<file path="src/source/spi_periph_config.svh">
`ifndef SPI_PERIPH_CONFIG_SVH
`define SPI_PERIPH_CONFIG_SVH

// ******************************
// SPI mode of the slave port
// ******************************

// Idle level of SCLK
`define SPI_CPOL 1'b0
// Zero samples MOSI on the leading edge, one samples on the trailing edge
`define SPI_CPHA 1'b0
// Set for an active high chip select
`define SPI_INV_CS 1'b0

// ******************************
// Data path sizes
// ******************************

`define SPI_WORD_BITS 16
// Reply sent whenever the host has not queued a reply word
`define SPI_DEFAULT_MISO 16'hCAFE
`define SPI_FIFO_DEPTH 4

`endif

</file>
<file path="src/source/spi_periph_pkg.sv">
`include "spi_periph_config.svh"

package spi_periph_pkg;

  // One SPI frame worth of data
  typedef logic [`SPI_WORD_BITS-1:0] spi_word_t;

  // Pulses from the pin synchronizer, mosi is a plain level
  typedef struct packed {
    logic frame_start;
    logic frame_end;
    logic sample;
    logic shift;
    logic mosi;
  } spi_event_t;

  // Completed receive word, valid pulses for one cycle
  typedef struct packed {
    logic      valid;
    spi_word_t data;
  } rx_word_t;

  typedef enum logic {
    IDLE   = 1'b0,
    ACTIVE = 1'b1
  } shifter_state_e;

  // Register map of the host port
  typedef enum logic [3:0] {
    ADDR_STATUS  = 4'h0,
    ADDR_RX_DATA = 4'h4,
    ADDR_TX_DATA = 4'h8
  } reg_addr_e;

  typedef enum logic [1:0] {
    OKAY   = 2'b00,
    SLVERR = 2'b10
  } axi_resp_e;

  // Signals driven by the AXI4-Lite master
  typedef struct packed {
    logic        awvalid;
    logic [3:0]  awaddr;
    logic        wvalid;
    logic [31:0] wdata;
    logic        bready;
    logic        arvalid;
    logic [3:0]  araddr;
    logic        rready;
  } axil_req_t;

  // Signals driven back by the register block
  typedef struct packed {
    logic        awready;
    logic        wready;
    logic        bvalid;
    axi_resp_e   bresp;
    logic        arready;
    logic        rvalid;
    logic [31:0] rdata;
    axi_resp_e   rresp;
  } axil_rsp_t;

endpackage

</file>
<file path="src/source/spi_pin_sync.sv">
`include "spi_periph_config.svh"

module spi_pin_sync (
  input  logic                       clk,
  input  logic                       rst_n,
  input  logic                       sclk,
  input  logic                       cs,
  input  logic                       mosi,
  output spi_periph_pkg::spi_event_t spi_event
);

  // Reset values match the idle pins so leaving reset shows no edge
  localparam logic SCLK_IDLE = `SPI_CPOL;
  localparam logic CS_IDLE   = ~(`SPI_INV_CS);

  logic [1:0] sclk_sync;
  logic [1:0] cs_sync;
  logic [1:0] mosi_sync;
  logic       sclk_prev;
  logic       cs_act;
  logic       cs_act_prev;
  logic       sclk_rise;
  logic       sclk_fall;
  logic       lead_edge;
  logic       trail_edge;

  // ******************************
  // Two flop synchronizers followed by the edge detect stage
  // ******************************

  always_ff @(posedge clk) begin
    if (!rst_n) begin
      sclk_sync   <= {2{SCLK_IDLE}};
      cs_sync     <= {2{CS_IDLE}};
      mosi_sync   <= 2'b00;
      sclk_prev   <= SCLK_IDLE;
      cs_act_prev <= 1'b0;
    end else begin
      sclk_sync   <= {sclk_sync[0], sclk};
      cs_sync     <= {cs_sync[0], cs};
      mosi_sync   <= {mosi_sync[0], mosi};
      sclk_prev   <= sclk_sync[1];
      cs_act_prev <= cs_act;
    end
  end

  // Chip select as an active high level whatever the pin polarity
  assign cs_act = ~(cs_sync[1] ^ `SPI_INV_CS);

  assign sclk_rise = sclk_sync[1] & ~sclk_prev;
  assign sclk_fall = ~sclk_sync[1] & sclk_prev;

  // The leading edge leaves the idle level and the trailing edge returns to it
  assign lead_edge  = (`SPI_CPOL) ? sclk_fall : sclk_rise;
  assign trail_edge = (`SPI_CPOL) ? sclk_rise : sclk_fall;

  // ******************************
  // Event outputs
  // ******************************

  assign spi_event.frame_start = cs_act & ~cs_act_prev;
  assign spi_event.frame_end   = ~cs_act & cs_act_prev;
  // Clock edges only count inside a frame
  assign spi_event.sample      = cs_act & ((`SPI_CPHA) ? trail_edge : lead_edge);
  assign spi_event.shift       = cs_act & ((`SPI_CPHA) ? lead_edge : trail_edge);
  // MOSI comes from the same stage as SCLK so the two stay aligned
  assign spi_event.mosi        = mosi_sync[1];

  // The master keeps SCLK quiet while chip select opens or closes a frame
  assert property (@(posedge clk) disable iff (!rst_n)
    (spi_event.frame_start || spi_event.frame_end) |-> !(sclk_rise || sclk_fall))
    else $error("spi_pin_sync: SCLK edge in the cycle chip select changed");

endmodule

</file>
<file path="src/source/spi_word_shifter.sv">
`include "spi_periph_config.svh"

module spi_word_shifter (
  input  logic                       clk,
  input  logic                       rst_n,
  input  spi_periph_pkg::spi_event_t spi_event,
  input  spi_periph_pkg::spi_word_t  reply_word,
  input  logic                       reply_pending,
  output logic                       reply_taken,
  output spi_periph_pkg::rx_word_t   rx_word,
  output logic                       miso
);

  localparam int WORD_BITS = `SPI_WORD_BITS;
  // The counter has to reach WORD_BITS to mark a full word
  localparam int CNT_W = $clog2(WORD_BITS + 1);

  spi_periph_pkg::shifter_state_e state;
  spi_periph_pkg::spi_word_t      rx_shift;
  spi_periph_pkg::spi_word_t      tx_shift;
  spi_periph_pkg::spi_word_t      reply_sel;
  logic [CNT_W-1:0]               bit_cnt;
  logic                           word_full;
  logic                           last_bit;
  logic                           take_bit;
  logic                           rx_valid;

  // Host reply if one is queued, otherwise the fixed default word
  assign reply_sel = reply_pending ? reply_word :
                     spi_periph_pkg::spi_word_t'(`SPI_DEFAULT_MISO);

  // The queued reply is consumed as soon as a frame opens
  assign reply_taken = spi_event.frame_start & reply_pending;

  assign word_full = (bit_cnt == CNT_W'(WORD_BITS));
  assign last_bit  = (bit_cnt == CNT_W'(WORD_BITS - 1));

  // Only bits inside an open frame and within one word are kept
  assign take_bit = (state == spi_periph_pkg::ACTIVE) && spi_event.sample && !word_full &&
                    !spi_event.frame_start && !spi_event.frame_end;

  // ******************************
  // Frame FSM and bit counter
  // ******************************

  always_ff @(posedge clk) begin
    if (!rst_n) begin
      state    <= spi_periph_pkg::IDLE;
      bit_cnt  <= '0;
      rx_valid <= 1'b0;
    end else begin
      rx_valid <= 1'b0;
      if (spi_event.frame_start) begin
        state   <= spi_periph_pkg::ACTIVE;
        bit_cnt <= '0;
      end else if (spi_event.frame_end) begin
        // A short frame just drops its partial word here
        state <= spi_periph_pkg::IDLE;
      end
      if (take_bit) begin
        bit_cnt  <= bit_cnt + 1'b1;
        rx_valid <= last_bit;
      end
    end
  end

  // Receive shift register, MSB arrives first
  always_ff @(posedge clk) begin
    if (take_bit) begin
      rx_shift <= {rx_shift[WORD_BITS-2:0], spi_event.mosi};
    end
  end

  assign rx_word.valid = rx_valid;
  assign rx_word.data  = rx_shift;

  // ******************************
  // Transmit side
  // ******************************

  // MISO and the transmit word form one register chain shifted left
  always_ff @(posedge clk) begin
    if (!rst_n) begin
      miso     <= 1'b0;
      tx_shift <= '0;
    end else if (spi_event.frame_start) begin
      if (`SPI_CPHA == 0) begin
        // With CPHA zero the first bit must be out before the first edge
        {miso, tx_shift} <= {reply_sel, 1'b0};
      end else begin
        tx_shift <= reply_sel;
      end
    end else if (spi_event.frame_end) begin
      miso <= 1'b0;
    end else if (state == spi_periph_pkg::ACTIVE && spi_event.shift) begin
      {miso, tx_shift} <= {tx_shift, 1'b0};
    end
  end

  // A word can only complete while a frame is open
  assert property (@(posedge clk) disable iff (!rst_n)
    rx_word.valid |-> state == spi_periph_pkg::ACTIVE)
    else $error("spi_word_shifter: received word outside of a frame");

endmodule

</file>
<file path="src/source/spi_rx_fifo.sv">
`include "spi_periph_config.svh"

module spi_rx_fifo #(
  parameter int DEPTH = `SPI_FIFO_DEPTH
) (
  input  logic                      clk,
  input  logic                      rst_n,
  input  spi_periph_pkg::rx_word_t  rx_word,
  input  logic                      pop,
  input  logic                      overflow_clear,
  output spi_periph_pkg::spi_word_t head,
  output logic [3:0]                count,
  output logic                      overflow
);

  localparam int PTR_W = (DEPTH > 1) ? $clog2(DEPTH) : 1;

  spi_periph_pkg::spi_word_t mem [DEPTH];
  logic [PTR_W-1:0]          wr_ptr;
  logic [PTR_W-1:0]          rd_ptr;
  logic                      full;
  logic                      push;
  logic                      do_pop;

  // Pointers wrap at DEPTH so the depth need not be a power of two
  function automatic logic [PTR_W-1:0] next_ptr(input logic [PTR_W-1:0] ptr);
    logic [PTR_W-1:0] nxt;
    nxt = (ptr == PTR_W'(DEPTH - 1)) ? '0 : ptr + 1'b1;
    return nxt;
  endfunction

  assign full   = (count == 4'(DEPTH));
  // The shifter is never stalled, a word that finds no room is lost
  assign push   = rx_word.valid && !full;
  assign do_pop = pop && (count != 4'd0);

  always_ff @(posedge clk) begin
    if (push) begin
      mem[wr_ptr] <= rx_word.data;
    end
  end

  always_ff @(posedge clk) begin
    if (!rst_n) begin
      wr_ptr   <= '0;
      rd_ptr   <= '0;
      count    <= 4'd0;
      overflow <= 1'b0;
    end else begin
      if (push) begin
        wr_ptr <= next_ptr(wr_ptr);
      end
      if (do_pop) begin
        rd_ptr <= next_ptr(rd_ptr);
      end
      case ({push, do_pop})
        2'b10:   count <= count + 4'd1;
        2'b01:   count <= count - 4'd1;
        default: count <= count;
      endcase
      // A new loss wins over a clear in the same cycle
      if (rx_word.valid && full) begin
        overflow <= 1'b1;
      end else if (overflow_clear) begin
        overflow <= 1'b0;
      end
    end
  end

  assign head = mem[rd_ptr];

  assert property (@(posedge clk) disable iff (!rst_n) count <= 4'(DEPTH))
    else $error("spi_rx_fifo: count above depth");

endmodule

</file>
<file path="src/source/spi_axil_regs.sv">
module spi_axil_regs (
  input  logic                      clk,
  input  logic                      rst_n,
  input  spi_periph_pkg::axil_req_t axil_req,
  output spi_periph_pkg::axil_rsp_t axil_rsp,
  input  spi_periph_pkg::spi_word_t head,
  input  logic [3:0]                count,
  input  logic                      overflow,
  output logic                      pop,
  output logic                      overflow_clear,
  output spi_periph_pkg::spi_word_t reply_word,
  output logic                      reply_pending,
  input  logic                      reply_taken
);

  spi_periph_pkg::reg_addr_e wr_addr;
  spi_periph_pkg::reg_addr_e rd_addr;
  spi_periph_pkg::axi_resp_e wr_resp;
  spi_periph_pkg::axi_resp_e rd_resp;
  spi_periph_pkg::axi_resp_e bresp;
  spi_periph_pkg::axi_resp_e rresp;
  logic                      wr_fire;
  logic                      rd_fire;
  logic                      tx_write;
  logic                      bvalid;
  logic                      rvalid;
  logic [31:0]               rd_value;
  logic [31:0]               rdata;

  assign wr_addr = spi_periph_pkg::reg_addr_e'(axil_req.awaddr);
  assign rd_addr = spi_periph_pkg::reg_addr_e'(axil_req.araddr);

  // Address and data are taken together, and never while a response waits
  assign wr_fire = axil_req.awvalid && axil_req.wvalid && !bvalid;
  assign rd_fire = axil_req.arvalid && !rvalid;

  // ******************************
  // Write decode
  // ******************************

  always_comb begin
    wr_resp        = spi_periph_pkg::OKAY;
    tx_write       = 1'b0;
    overflow_clear = 1'b0;
    case (wr_addr)
      spi_periph_pkg::ADDR_STATUS:  overflow_clear = wr_fire && axil_req.wdata[8];
      spi_periph_pkg::ADDR_TX_DATA: tx_write = wr_fire;
      // RX_DATA is read only
      default:                      wr_resp = spi_periph_pkg::SLVERR;
    endcase
  end

  // ******************************
  // Read decode
  // ******************************

  always_comb begin
    rd_resp  = spi_periph_pkg::OKAY;
    rd_value = 32'd0;
    case (rd_addr)
      spi_periph_pkg::ADDR_STATUS:  rd_value = {23'd0, overflow, 4'd0, count};
      // An empty FIFO reads as zero
      spi_periph_pkg::ADDR_RX_DATA: rd_value = (count != 4'd0) ? 32'(head) : 32'd0;
      spi_periph_pkg::ADDR_TX_DATA: rd_value = 32'(reply_word);
      default:                      rd_resp = spi_periph_pkg::SLVERR;
    endcase
  end

  assign pop = rd_fire && (rd_addr == spi_periph_pkg::ADDR_RX_DATA) && (count != 4'd0);

  // Response channels hold until the master takes them
  always_ff @(posedge clk) begin
    if (!rst_n) begin
      bvalid <= 1'b0;
      rvalid <= 1'b0;
      bresp  <= spi_periph_pkg::OKAY;
      rresp  <= spi_periph_pkg::OKAY;
    end else begin
      if (wr_fire) begin
        bvalid <= 1'b1;
        bresp  <= wr_resp;
      end else if (axil_req.bready) begin
        bvalid <= 1'b0;
      end
      if (rd_fire) begin
        rvalid <= 1'b1;
        rresp  <= rd_resp;
      end else if (axil_req.rready) begin
        rvalid <= 1'b0;
      end
    end
  end

  always_ff @(posedge clk) begin
    if (rd_fire) begin
      rdata <= rd_value;
    end
  end

  // ******************************
  // Reply word for the next frame
  // ******************************

  always_ff @(posedge clk) begin
    if (tx_write) begin
      reply_word <= spi_periph_pkg::spi_word_t'(axil_req.wdata);
    end
  end

  // A fresh write overrides the shifter taking the old reply
  always_ff @(posedge clk) begin
    if (!rst_n) begin
      reply_pending <= 1'b0;
    end else if (tx_write) begin
      reply_pending <= 1'b1;
    end else if (reply_taken) begin
      reply_pending <= 1'b0;
    end
  end

  assign axil_rsp.awready = wr_fire;
  assign axil_rsp.wready  = wr_fire;
  assign axil_rsp.bvalid  = bvalid;
  assign axil_rsp.bresp   = bresp;
  assign axil_rsp.arready = rd_fire;
  assign axil_rsp.rvalid  = rvalid;
  assign axil_rsp.rdata   = rdata;
  assign axil_rsp.rresp   = rresp;

  // Write response stays up with the same code until bready
  assert property (@(posedge clk) disable iff (!rst_n)
    bvalid && !axil_req.bready |=> bvalid && $stable(bresp))
    else $error("spi_axil_regs: write response dropped before bready");

endmodule

</file>
<file path="src/source/spi_periph_top.sv">
`include "spi_periph_config.svh"

module spi_periph_top (
  input  logic        clk,
  input  logic        rst_n,
  // SPI slave pins
  input  logic        sclk,
  input  logic        cs,
  input  logic        mosi,
  output logic        miso,
  // AXI4-Lite slave
  input  logic        awvalid,
  output logic        awready,
  input  logic [3:0]  awaddr,
  input  logic        wvalid,
  output logic        wready,
  input  logic [31:0] wdata,
  output logic        bvalid,
  input  logic        bready,
  output logic [1:0]  bresp,
  input  logic        arvalid,
  output logic        arready,
  input  logic [3:0]  araddr,
  output logic        rvalid,
  input  logic        rready,
  output logic [31:0] rdata,
  output logic [1:0]  rresp
);

  spi_periph_pkg::spi_event_t spi_event;
  spi_periph_pkg::rx_word_t   rx_word;
  spi_periph_pkg::spi_word_t  head;
  spi_periph_pkg::spi_word_t  reply_word;
  spi_periph_pkg::axil_req_t  axil_req;
  spi_periph_pkg::axil_rsp_t  axil_rsp;
  logic [3:0]                 count;
  logic                       overflow;
  logic                       pop;
  logic                       overflow_clear;
  logic                       reply_pending;
  logic                       reply_taken;

  // ******************************
  // AXI4-Lite bundling
  // ******************************

  assign axil_req.awvalid = awvalid;
  assign axil_req.awaddr  = awaddr;
  assign axil_req.wvalid  = wvalid;
  assign axil_req.wdata   = wdata;
  assign axil_req.bready  = bready;
  assign axil_req.arvalid = arvalid;
  assign axil_req.araddr  = araddr;
  assign axil_req.rready  = rready;

  assign awready = axil_rsp.awready;
  assign wready  = axil_rsp.wready;
  assign bvalid  = axil_rsp.bvalid;
  assign bresp   = axil_rsp.bresp;
  assign arready = axil_rsp.arready;
  assign rvalid  = axil_rsp.rvalid;
  assign rdata   = axil_rsp.rdata;
  assign rresp   = axil_rsp.rresp;

  // ******************************
  // Pipeline from pins to host
  // ******************************

  spi_pin_sync spi_pin_sync_i (
    .clk       (clk),
    .rst_n     (rst_n),
    .sclk      (sclk),
    .cs        (cs),
    .mosi      (mosi),
    .spi_event (spi_event)
  );

  spi_word_shifter spi_word_shifter_i (
    .clk           (clk),
    .rst_n         (rst_n),
    .spi_event     (spi_event),
    .reply_word    (reply_word),
    .reply_pending (reply_pending),
    .reply_taken   (reply_taken),
    .rx_word       (rx_word),
    .miso          (miso)
  );

  spi_rx_fifo #(
    .DEPTH (`SPI_FIFO_DEPTH)
  ) spi_rx_fifo_i (
    .clk            (clk),
    .rst_n          (rst_n),
    .rx_word        (rx_word),
    .pop            (pop),
    .overflow_clear (overflow_clear),
    .head           (head),
    .count          (count),
    .overflow       (overflow)
  );

  spi_axil_regs spi_axil_regs_i (
    .clk            (clk),
    .rst_n          (rst_n),
    .axil_req       (axil_req),
    .axil_rsp       (axil_rsp),
    .head           (head),
    .count          (count),
    .overflow       (overflow),
    .pop            (pop),
    .overflow_clear (overflow_clear),
    .reply_word     (reply_word),
    .reply_pending  (reply_pending),
    .reply_taken    (reply_taken)
  );

endmodule

</file>
<file path="config.mk">
export PLATFORM = sky130hd
export DESIGN_NAME = spi_periph_top
export DESIGN_NICKNAME = d
export VERILOG_FILES = /design/src/source/spi_periph_pkg.sv /design/src/source/spi_pin_sync.sv /design/src/source/spi_word_shifter.sv /design/src/source/spi_rx_fifo.sv /design/src/source/spi_axil_regs.sv /design/src/source/spi_periph_top.sv
export VERILOG_INCLUDE_DIRS = /design/src /design/src/source
export SDC_FILE = /design/constraint.sdc
export NUM_CORES = 1
export LEC_CHECK = 0
export BUFFER_PORTS_ARGS = -buffer_cell sky130_fd_sc_hd__buf_2
export CAP_MARGIN = 10
export CORE_MARGIN = 3
export CORE_UTILIZATION = 61
export DETAILED_ROUTE_END_ITERATION = 8
export PLACE_DENSITY = 0.94
export SETUP_SLACK_MARGIN = 0.02
export SLEW_MARGIN = 25
export SYNTH_ARGS = -nofsm -noshare
export SYNTH_HDL_FRONTEND = slang
export SYNTH_SLANG_ARGS = --single-unit
</file>
<file path="constraint.sdc">
create_clock -name clk -period 6.94 [get_ports clk]
set_input_delay 1.041 -clock clk [delete_from_list [all_inputs] [get_ports clk]]
set_output_delay 1.041 -clock clk [all_outputs]
set_load 0.05 [all_outputs]
</file>
==> flow_summary.json, run 1 <==
{
  "n_fill_cell": 517,
  "htree_levels": 4,
  "synth_compound_area_share_pct": 8.513,
  "grt_antenna_before_repair": 0,
  "hold_buffers": 0,
  "initial_core_util_pct": 64.08,
  "critPathCaptureType": "flop",
  "final_common_cell": "edfxtp_1",
  "timing.final.crit_share_pct": 53.39,
  "area_delta_synth_final_pct": 15.05,
  "crit_chain": "buf_2 > or4b_1 > nor3_2 > ha_1 > or4b_2 > or4_1 > o221ai_1 > mux2i_1",
  "finalMaxSlewViolations": 0,
  "holdPathEnd": "spi_word_shifter_i.rx_shift[0]$_DFFE_PP_",
  "die_area_sq_mm": 0.01172,
  "final_nets": 541,
  "r2r-end": "spi_rx_fifo_i.count[2]$_SDFFE_PN0P_",
  "power.leakage_nw": 2.674,
  "powerDensity_mw_per_mm2": 285.0,
  "synth-async-reset-ratio_pct": 0,
  "hold_depth": 0,
  "synthDistinctLibCells": 53,
  "antenna_left": 0,
  "drt_iter0_drc": 434,
  "drc_errors": 0,
  "drive_gt1_share_pct": 23.98,
  "placementRows": 36,
  "cp_slowest_cell": "or4b_2",
  "status": "finished, final reports clean",
  "synth_edf_count": 112,
  "holdCritPathClass": "flop to flop",
  "hold_start": "spi_pin_sync_i.mosi_sync[1]$_SDFF_PN0_",
  "core-area_sq_mm": 0.009955,
  "postCtsSetupRepairBufs": 0,
  "critical_path.top_delay_family": "simple AND/OR/NAND/NOR gates",
  "synthCells": 422,
  "max-clock-path-buffers": 2,
  "finalHoldViolCount": 0,
  "synthAdderAreaFrac_pct": 2.354,
  "grt_pass1_wl_mm": 21.22,
  "slew-limit-headroom_pct": 36.95,
  "drt-total-wl_mm": 13.81,
  "pre_cts_slack_ns": 2.865,
  "setup_viol": 0,
  "gp_congestion": 0.8557,
  "grt_pass1_vias": 3880,
  "dr_total_vias": 3950,
  "io_pins": 92,
  "ys_seq_area_share_pct": 67.48,
  "ys_seq_elements": 159,
  "grt_max_degree": 50,
  "rsz0062_at_grt": "no",
  "critPathArrivalTime_ns": 4.16,
  "fin_setup_tns_ns": 0,
  "wl_per_cell_microns": 22.09,
  "clkTransAtPathRegs_ns": 0.06,
  "crit_fanout": 7,
  "clock-sinks": 159,
  "place_hpwl_mm": 8.295,
  "chipHeight_microns": 108.3,
  "netlist_area_sq_mm": 0.006379,
  "synthFlopType": "edfxtp_1",
  "synth_top_family_by_area": "simple AND/OR/NAND/NOR gates",
  "cap_violations": 0,
  "r2r_setup_slack_ns": 3.63,
  "tightest_slew_ns": 0.9371,
  "cp.required_ns": 7.39,
  "r2r-start": "spi_rx_fifo_i.count[2]$_SDFFE_PN0P_",
  "path_buf_inv": 1,
  "synthSimpleGateAreaFrac_pct": 9.572,
  "io_buffers": 57,
  "cts_tree": "done",
  "cts_made_buffers": 17,
  "die_w_microns": 108.3,
  "slowest_delay_ns": 0.69,
  "reg2regPathDepth": 7,
  "synthXorXnorAreaFrac_pct": 0.1373,
  "layout_setup_ws_ns": 3.235,
  "gr-total-overflow": 0,
  "peakVddDrop_uv": 150.7,
  "cp-start-kind": "input pin",
  "synth_mux_area_share_pct": 7.238,
  "yosys_warnings": 0,
  "gr-usage-all-layers_pct": 24.79,
  "fin_crit_ns": 3.705,
  "cts-root-buf": "clkbuf_8",
  "syn_area_per_cell_sq_um": 15.12,
  "antenna_cells": 0,
  "fin_skew_ns": 0.007045,
  "critical_path_class": "input pin to flop",
  "max_freq_ghz": 0.2699,
  "clk_latency_ns": 0.53,
  "drt_first_pass_iters": 5,
  "mostFrequentLayoutCells": "edfxtp_1 (112), buf_2 (57), dfxtp_1 (46), nand2_1 (21), clkbuf_16 (20)",
  "post_cts_resized": 0,
  "vias_per_cell": 6.320
}
[metal layers]
layer | GRT usage, % | share of wire [%]
met5 | 0 | 0
met4 | 10.64 | 2.8
met3 | 6.209 | 9.2
met2 | 40.14 | 50
met1 | 32.17 | 38
[cell type report]
cell class / instances / area, sq um / area share (%)
well taps: 133 / 166.4 / 2.268
clock inverters: 8 / 83.83 / 1.142
repair buffers: 59 / 300.3 / 4.092
inverters: 19 / 71.32 / 0.9719
flip-flops and latches: 159 / 4305 / 58.67
multi-input cells: 223 / 1856 / 25.29
clock buffers: 24 / 555.5 / 7.570
[power breakdown]
group / internal, mW / switching, mW / leakage [nW]
combinational: 0.0230 / 0.0794 / 0.954
clock: 0.595 / 0.370 / 0.315
sequential: 1.02 / 0.00575 / 1.41
[worst reg2reg max path, stage by stage (launching register included)]
cell	delay, ns
dfxtp_1	0.50
or4b_1	0.67
nand2_1	0.25
ha_1	0.34
or4b_2	0.69
or4_1	0.42
o221ai_1	0.12
mux2i_1	0.23
[worst max-delay path by stage]
stage                         start                             endpoint  cells past startpoint
after floorplan           araddr[3]  spi_rx_fifo_i.count[2]$_SDFFE_PN0P_                      7
after global placement    araddr[3]  spi_rx_fifo_i.count[2]$_SDFFE_PN0P_                      8
after detailed placement  araddr[3]  spi_rx_fifo_i.count[2]$_SDFFE_PN0P_                      8
after CTS                 araddr[3]  spi_rx_fifo_i.count[2]$_SDFFE_PN0P_                      8
after global routing      araddr[3]  spi_rx_fifo_i.count[2]$_SDFFE_PN0P_                      8
final                     araddr[3]  spi_rx_fifo_i.count[2]$_SDFFE_PN0P_                      8
[flip-flops by register name, indices dropped and copies added, names as in the netlist, named ones only]
signal	cells
spi_rx_fifo_i.mem	64
spi_axil_regs_i.rdata	16
spi_axil_regs_i.reply_word	16
spi_word_shifter_i.rx_shift	16
spi_word_shifter_i.tx_shift	15
spi_word_shifter_i.bit_cnt	5
spi_rx_fifo_i.count	4
spi_pin_sync_i.cs_sync	2
spi_pin_sync_i.mosi_sync	2
spi_pin_sync_i.sclk_sync	2
spi_rx_fifo_i.rd_ptr	2
spi_rx_fifo_i.wr_ptr	2
spi_axil_regs_i.bresp	1
spi_axil_regs_i.bvalid	1
spi_axil_regs_i.reply_pending	1
spi_axil_regs_i.rresp	1
spi_axil_regs_i.rvalid	1
spi_pin_sync_i.cs_act_prev	1
spi_pin_sync_i.sclk_prev	1
spi_rx_fifo_i.overflow	1
spi_word_shifter_i.miso	1
spi_word_shifter_i.rx_valid	1
spi_word_shifter_i.state	1
[cells in the mapped netlist (3+ instances only)]
library cell	n	share of area (%)
and3_1	8	0.78
nor2b_1	12	1.2
clkbuf_1	13	0.77
nor2_1	9	0.53
o21a_1	4	0.47
dfxtp_1	47	15
a222oi_1	5	0.78
a221oi_1	4	0.55
and2_1	11	1.1
buf_4	19	2.2
mux2i_1	9	1.4
o221ai_1	11	1.5
mux4_2	16	5.6
nand2_1	21	1.2
nand2b_1	10	0.98
o21ai_0	3	0.24
a21boi_0	15	1.8
ha_1	12	2.4
nor3b_1	5	0.59
a22o_1	11	1.5
a21oi_1	3	0.24
buf_2	3	0.24
nand4_1	3	0.29
nand4bb_1	3	0.53
inv_1	18	1.1
edfxtp_1	112	53
[logic make-up after synthesis]
kind of cell | after synthesis
flops | 159
simple gates | 101
compound gates | 65
buf+inv | 57
mux | 26
fa+ha+maj | 12
other cells | 1
xor+xnor | 1
[stage by stage]
step                hold WS [ns]  area, sq um  cells  power, mW  util, %
floorplan                 0.3855         6442    439      1.125        -
global placement          0.3980         6690    593      1.141    67.21
detailed placement        0.4007         6691    593      1.144    67.22
CTS                       0.4147         7331    625      2.096    73.64
global route              0.4294         7338    625      2.141    73.72
finish                    0.4088         7338    625      2.091    73.72
(Power assumes the default switching activity.)
==> run 2, diff against run 1 <==
Settings changed: ABC_AREA set to 1, CORE_UTILIZATION 61 to 51, PLACE_DENSITY 0.94 to 0.85.
Clock period 6.94 ns to 3.3 ns, I/O delays scaled along.
==> run 2 against run 1 <==
Against the previous run: final cell count grew 26%; hold slack lost 0.17 ns; clock skew grew 0.0048 ns; total power grew 100%; clock power grew 97%; sequential cell count is the same; via count grew 8.5%; count of clock-buffer cells in the layout shrank 5; wire length shrank 4.3%; die area grew 19%; synthesized cell count grew 32%; combinational power grew 120%; critical path type is now flop to flop; critical endpoint is now spi_word_shifter_i.bit_cnt[3]$_SDFFE_PN0P_; largest cell class unchanged.
==> flow_summary.json, run 2 <==
{
  "status": "finished, final reports clean",
  "grt_pass1_wl_mm": 20.80,
  "clkTransAtPathRegs_ns": 0.06,
  "drt-total-wl_mm": 13.22,
  "finalMaxSlewViolations": 0,
  "holdCritPathClass": "input pin to flop",
  "synth_top_area_share_pct": 52.60,
  "max_freq_ghz": 0.4413,
  "powerDensity_mw_per_mm2": 586.2,
  "setup_viol": 0,
  "core-area_sq_mm": 0.01211,
  "synthTopCellsByArea": "edfxtp_1 (53%), dfxtp_1 (15%), nor2_1 (4.7%), nand2_1 (4.5%), buf_4 (2.5%)",
  "placementRows": 40,
  "critical_path_class": "flop to flop",
  "n_fill_cell": 923,
  "switching_share_pct": 22.70,
  "hold_buffers": 0,
  "antenna_cells": 0,
  "critPathArrivalTime_ns": 2.60,
  "chipHeight_microns": 118.0,
  "ys_seq_area_share_pct": 67.32,
  "die_w_microns": 118.0,
  "grt_max_degree": 34,
  "power.leakage_nw": 2.809,
  "p_int_mw": 3.308,
  "dpl_cell_area_sq_mm": 0.006726,
  "pwr-share-comb_pct": 5.2,
  "syn_area_per_cell_sq_um": 11.52,
  "io_pins": 92,
  "fin_setup_tns_ns": 0,
  "io_buffers": 57,
  "place_hpwl_mm": 8.160,
  "grt_pass1_vias": 4174,
  "drive_gt1_share_pct": 18.81,
  "netlist_area_sq_mm": 0.006394,
  "vias_per_cell": 5.425,
  "postCtsSetupRepairBufs": 0,
  "synth-async-reset-ratio_pct": 0,
  "final_common_cell": "edfxtp_1",
  "synth_top_cell_by_area": "edfxtp_1",
  "max-clock-path-buffers": 2,
  "grt_antenna_before_repair": 0,
  "cts_made_buffers": 17,
  "tightest_slew_ns": 0.9990,
  "sequentialPowerShare_pct": 50.5,
  "cap_violations": 0,
  "critPathCaptureType": "flop",
  "drc_errors": 0,
  "mostFrequentLayoutCells": "edfxtp_1 (112), nand2_1 (77), nor2_1 (76), buf_2 (57), dfxtp_1 (46)",
  "synthCells": 555,
  "synth_edf_count": 112,
  "fin_area_sq_mm": 0.007300,
  "clock-sinks": 159,
  "drt_first_pass_iters": 5,
  "gr-total-overflow": 0,
  "yosys_warnings": 0,
  "area_delta_synth_final_pct": 14.17,
  "antenna_left": 0,
  "cts-root-buf": "clkbuf_16",
  "cp.required_ns": 3.64,
  "gp_congestion": 0.8316,
  "fin_skew_ns": 0.01186,
  "rsz0062_at_grt": "no",
  "p_clk_share_pct": 44.4,
  "ys_seq_elements": 159,
  "p_switching_mw": 0.9713,
  "die_area_sq_mm": 0.01392,
  "cts_tree": "done",
  "post_cts_resized": 0,
  "finalHoldViolCount": 0,
  "clk_latency_ns": 0.43,
  "wl_per_cell_microns": 16.73,
  "final_nets": 671,
  "timing.final.crit_share_pct": 68.66,
  "hold_slack_ns": 0.2384,
  "htree_levels": 4,
  "fin_crit_ns": 2.266,
  "cp-start-kind": "flop",
  "peakVddDrop_uv": 404.4,
  "crit_fanout": 20,
  "initial_core_util_pct": 52.79,
  "synthDistinctLibCells": 39,
  "gr-usage-all-layers_pct": 19.18,
  "yosysMostFrequentCell": "edfxtp_1",
  "dr_total_vias": 4286,
  "largest_reg_flops": 64,
  "drt_iter0_drc": 535,
  "regMostFlops": "spi_rx_fifo_i.mem",
  "synth.top_cells.by_count": "edfxtp_1 (112), nor2_1 (80), nand2_1 (77), dfxtp_1 (47), inv_1 (37)",
  "synthFlopType": "edfxtp_1",
  "slew-limit-headroom_pct": 33.33
}
## run 2: logic make-up after synthesis
family          count (synthesis)  synth area share, %
buf+inv                        84                6.517
other cells                     1              0.05865
xor+xnor                        3               0.4110
simple gates                  200                13.78
fa+ha+maj                      12                2.348
compound gates                 96                9.570
flops                         159                67.32
## run 2: power by group through the flow
| stage | sequential (mW) | clock, mW | combinational (mW) |
|---|---|---|---|
| after floorplan | 2.25 | 0 | 0.130 |
| after global placement | 2.20 | 0 | 0.215 |
| after detailed placement | 2.20 | 0 | 0.218 |
| after CTS | 2.16 | 1.91 | 0.219 |
| after global routing | 2.16 | 1.98 | 0.235 |
| final | 2.16 | 1.90 | 0.221 |
## run 2: worst paths after layout
| path | from | to | slack [ns] | depth (start not counted) |
|---|---|---|---|---|
| worst max-delay path | spi_pin_sync_i.cs_sync[1]$_SDFF_PN1_ | spi_word_shifter_i.bit_cnt[3]$_SDFFE_PN0P_ | 1.03 | 9 |
| worst min-delay path | wdata[2] | spi_axil_regs_i.reply_word[2]$_DFFE_PP_ | 0.24 | 1 |
| worst max register to register | spi_pin_sync_i.cs_sync[1]$_SDFF_PN1_ | spi_word_shifter_i.bit_cnt[3]$_SDFFE_PN0P_ | 1.03 | 9 |
| worst min register to register | spi_pin_sync_i.mosi_sync[0]$_SDFF_PN0_ | spi_pin_sync_i.mosi_sync[1]$_SDFF_PN0_ | 0.42 | 2 |
## run 2: final cells by class
type / instances / area, sq um / area share [%]
Tap cell: 168 / 210.2 / 2.880
Clock inverter: 13 / 138.9 / 1.903
Clock buffer: 19 / 432.9 / 5.931
Timing Repair Buffer: 60 / 307.8 / 4.217
Multi-Input combinational cell: 329 / 1747 / 23.93
Sequential cell: 159 / 4305 / 58.98
Inverter: 42 / 157.7 / 2.160
## run 2: metrics by stage
| step | power [mW] | util [%] | cells | setup WS [ns] |
|---|---|---|---|---|
| after global placement | 2.415 | 55.54 | 758 | 1.234 |
| final | 4.279 | 60.27 | 790 | 1.034 |
| after global routing | 4.378 | 60.27 | 790 | 0.8449 |
| after CTS | 4.289 | 60.26 | 790 | 1.070 |
| after detailed placement | 2.420 | 55.54 | 758 | 1.138 |
| after floorplan | 2.383 | - | 572 | 0.9091 |
## run 2: layer usage
metal	up-vias	GRT usage, %	share of wire [%]
li1	2013	-	-
met1	2058	23.89	42
met2	189	31.80	49
met3	26	3.748	5.9
met4	0	10.04	2.5
met5	-	0	0
## run 2: critical path, cell delays in order (launching register included)
cell,delay [ns]
dfxtp_1,0.38
inv_1,0.09
ha_1,0.43
nor2_1,0.20
nand3_1,0.08
nor2_1,0.11
nand2_1,0.16
inv_2,0.40
nand2_1,0.13
a21oi_1,0.20
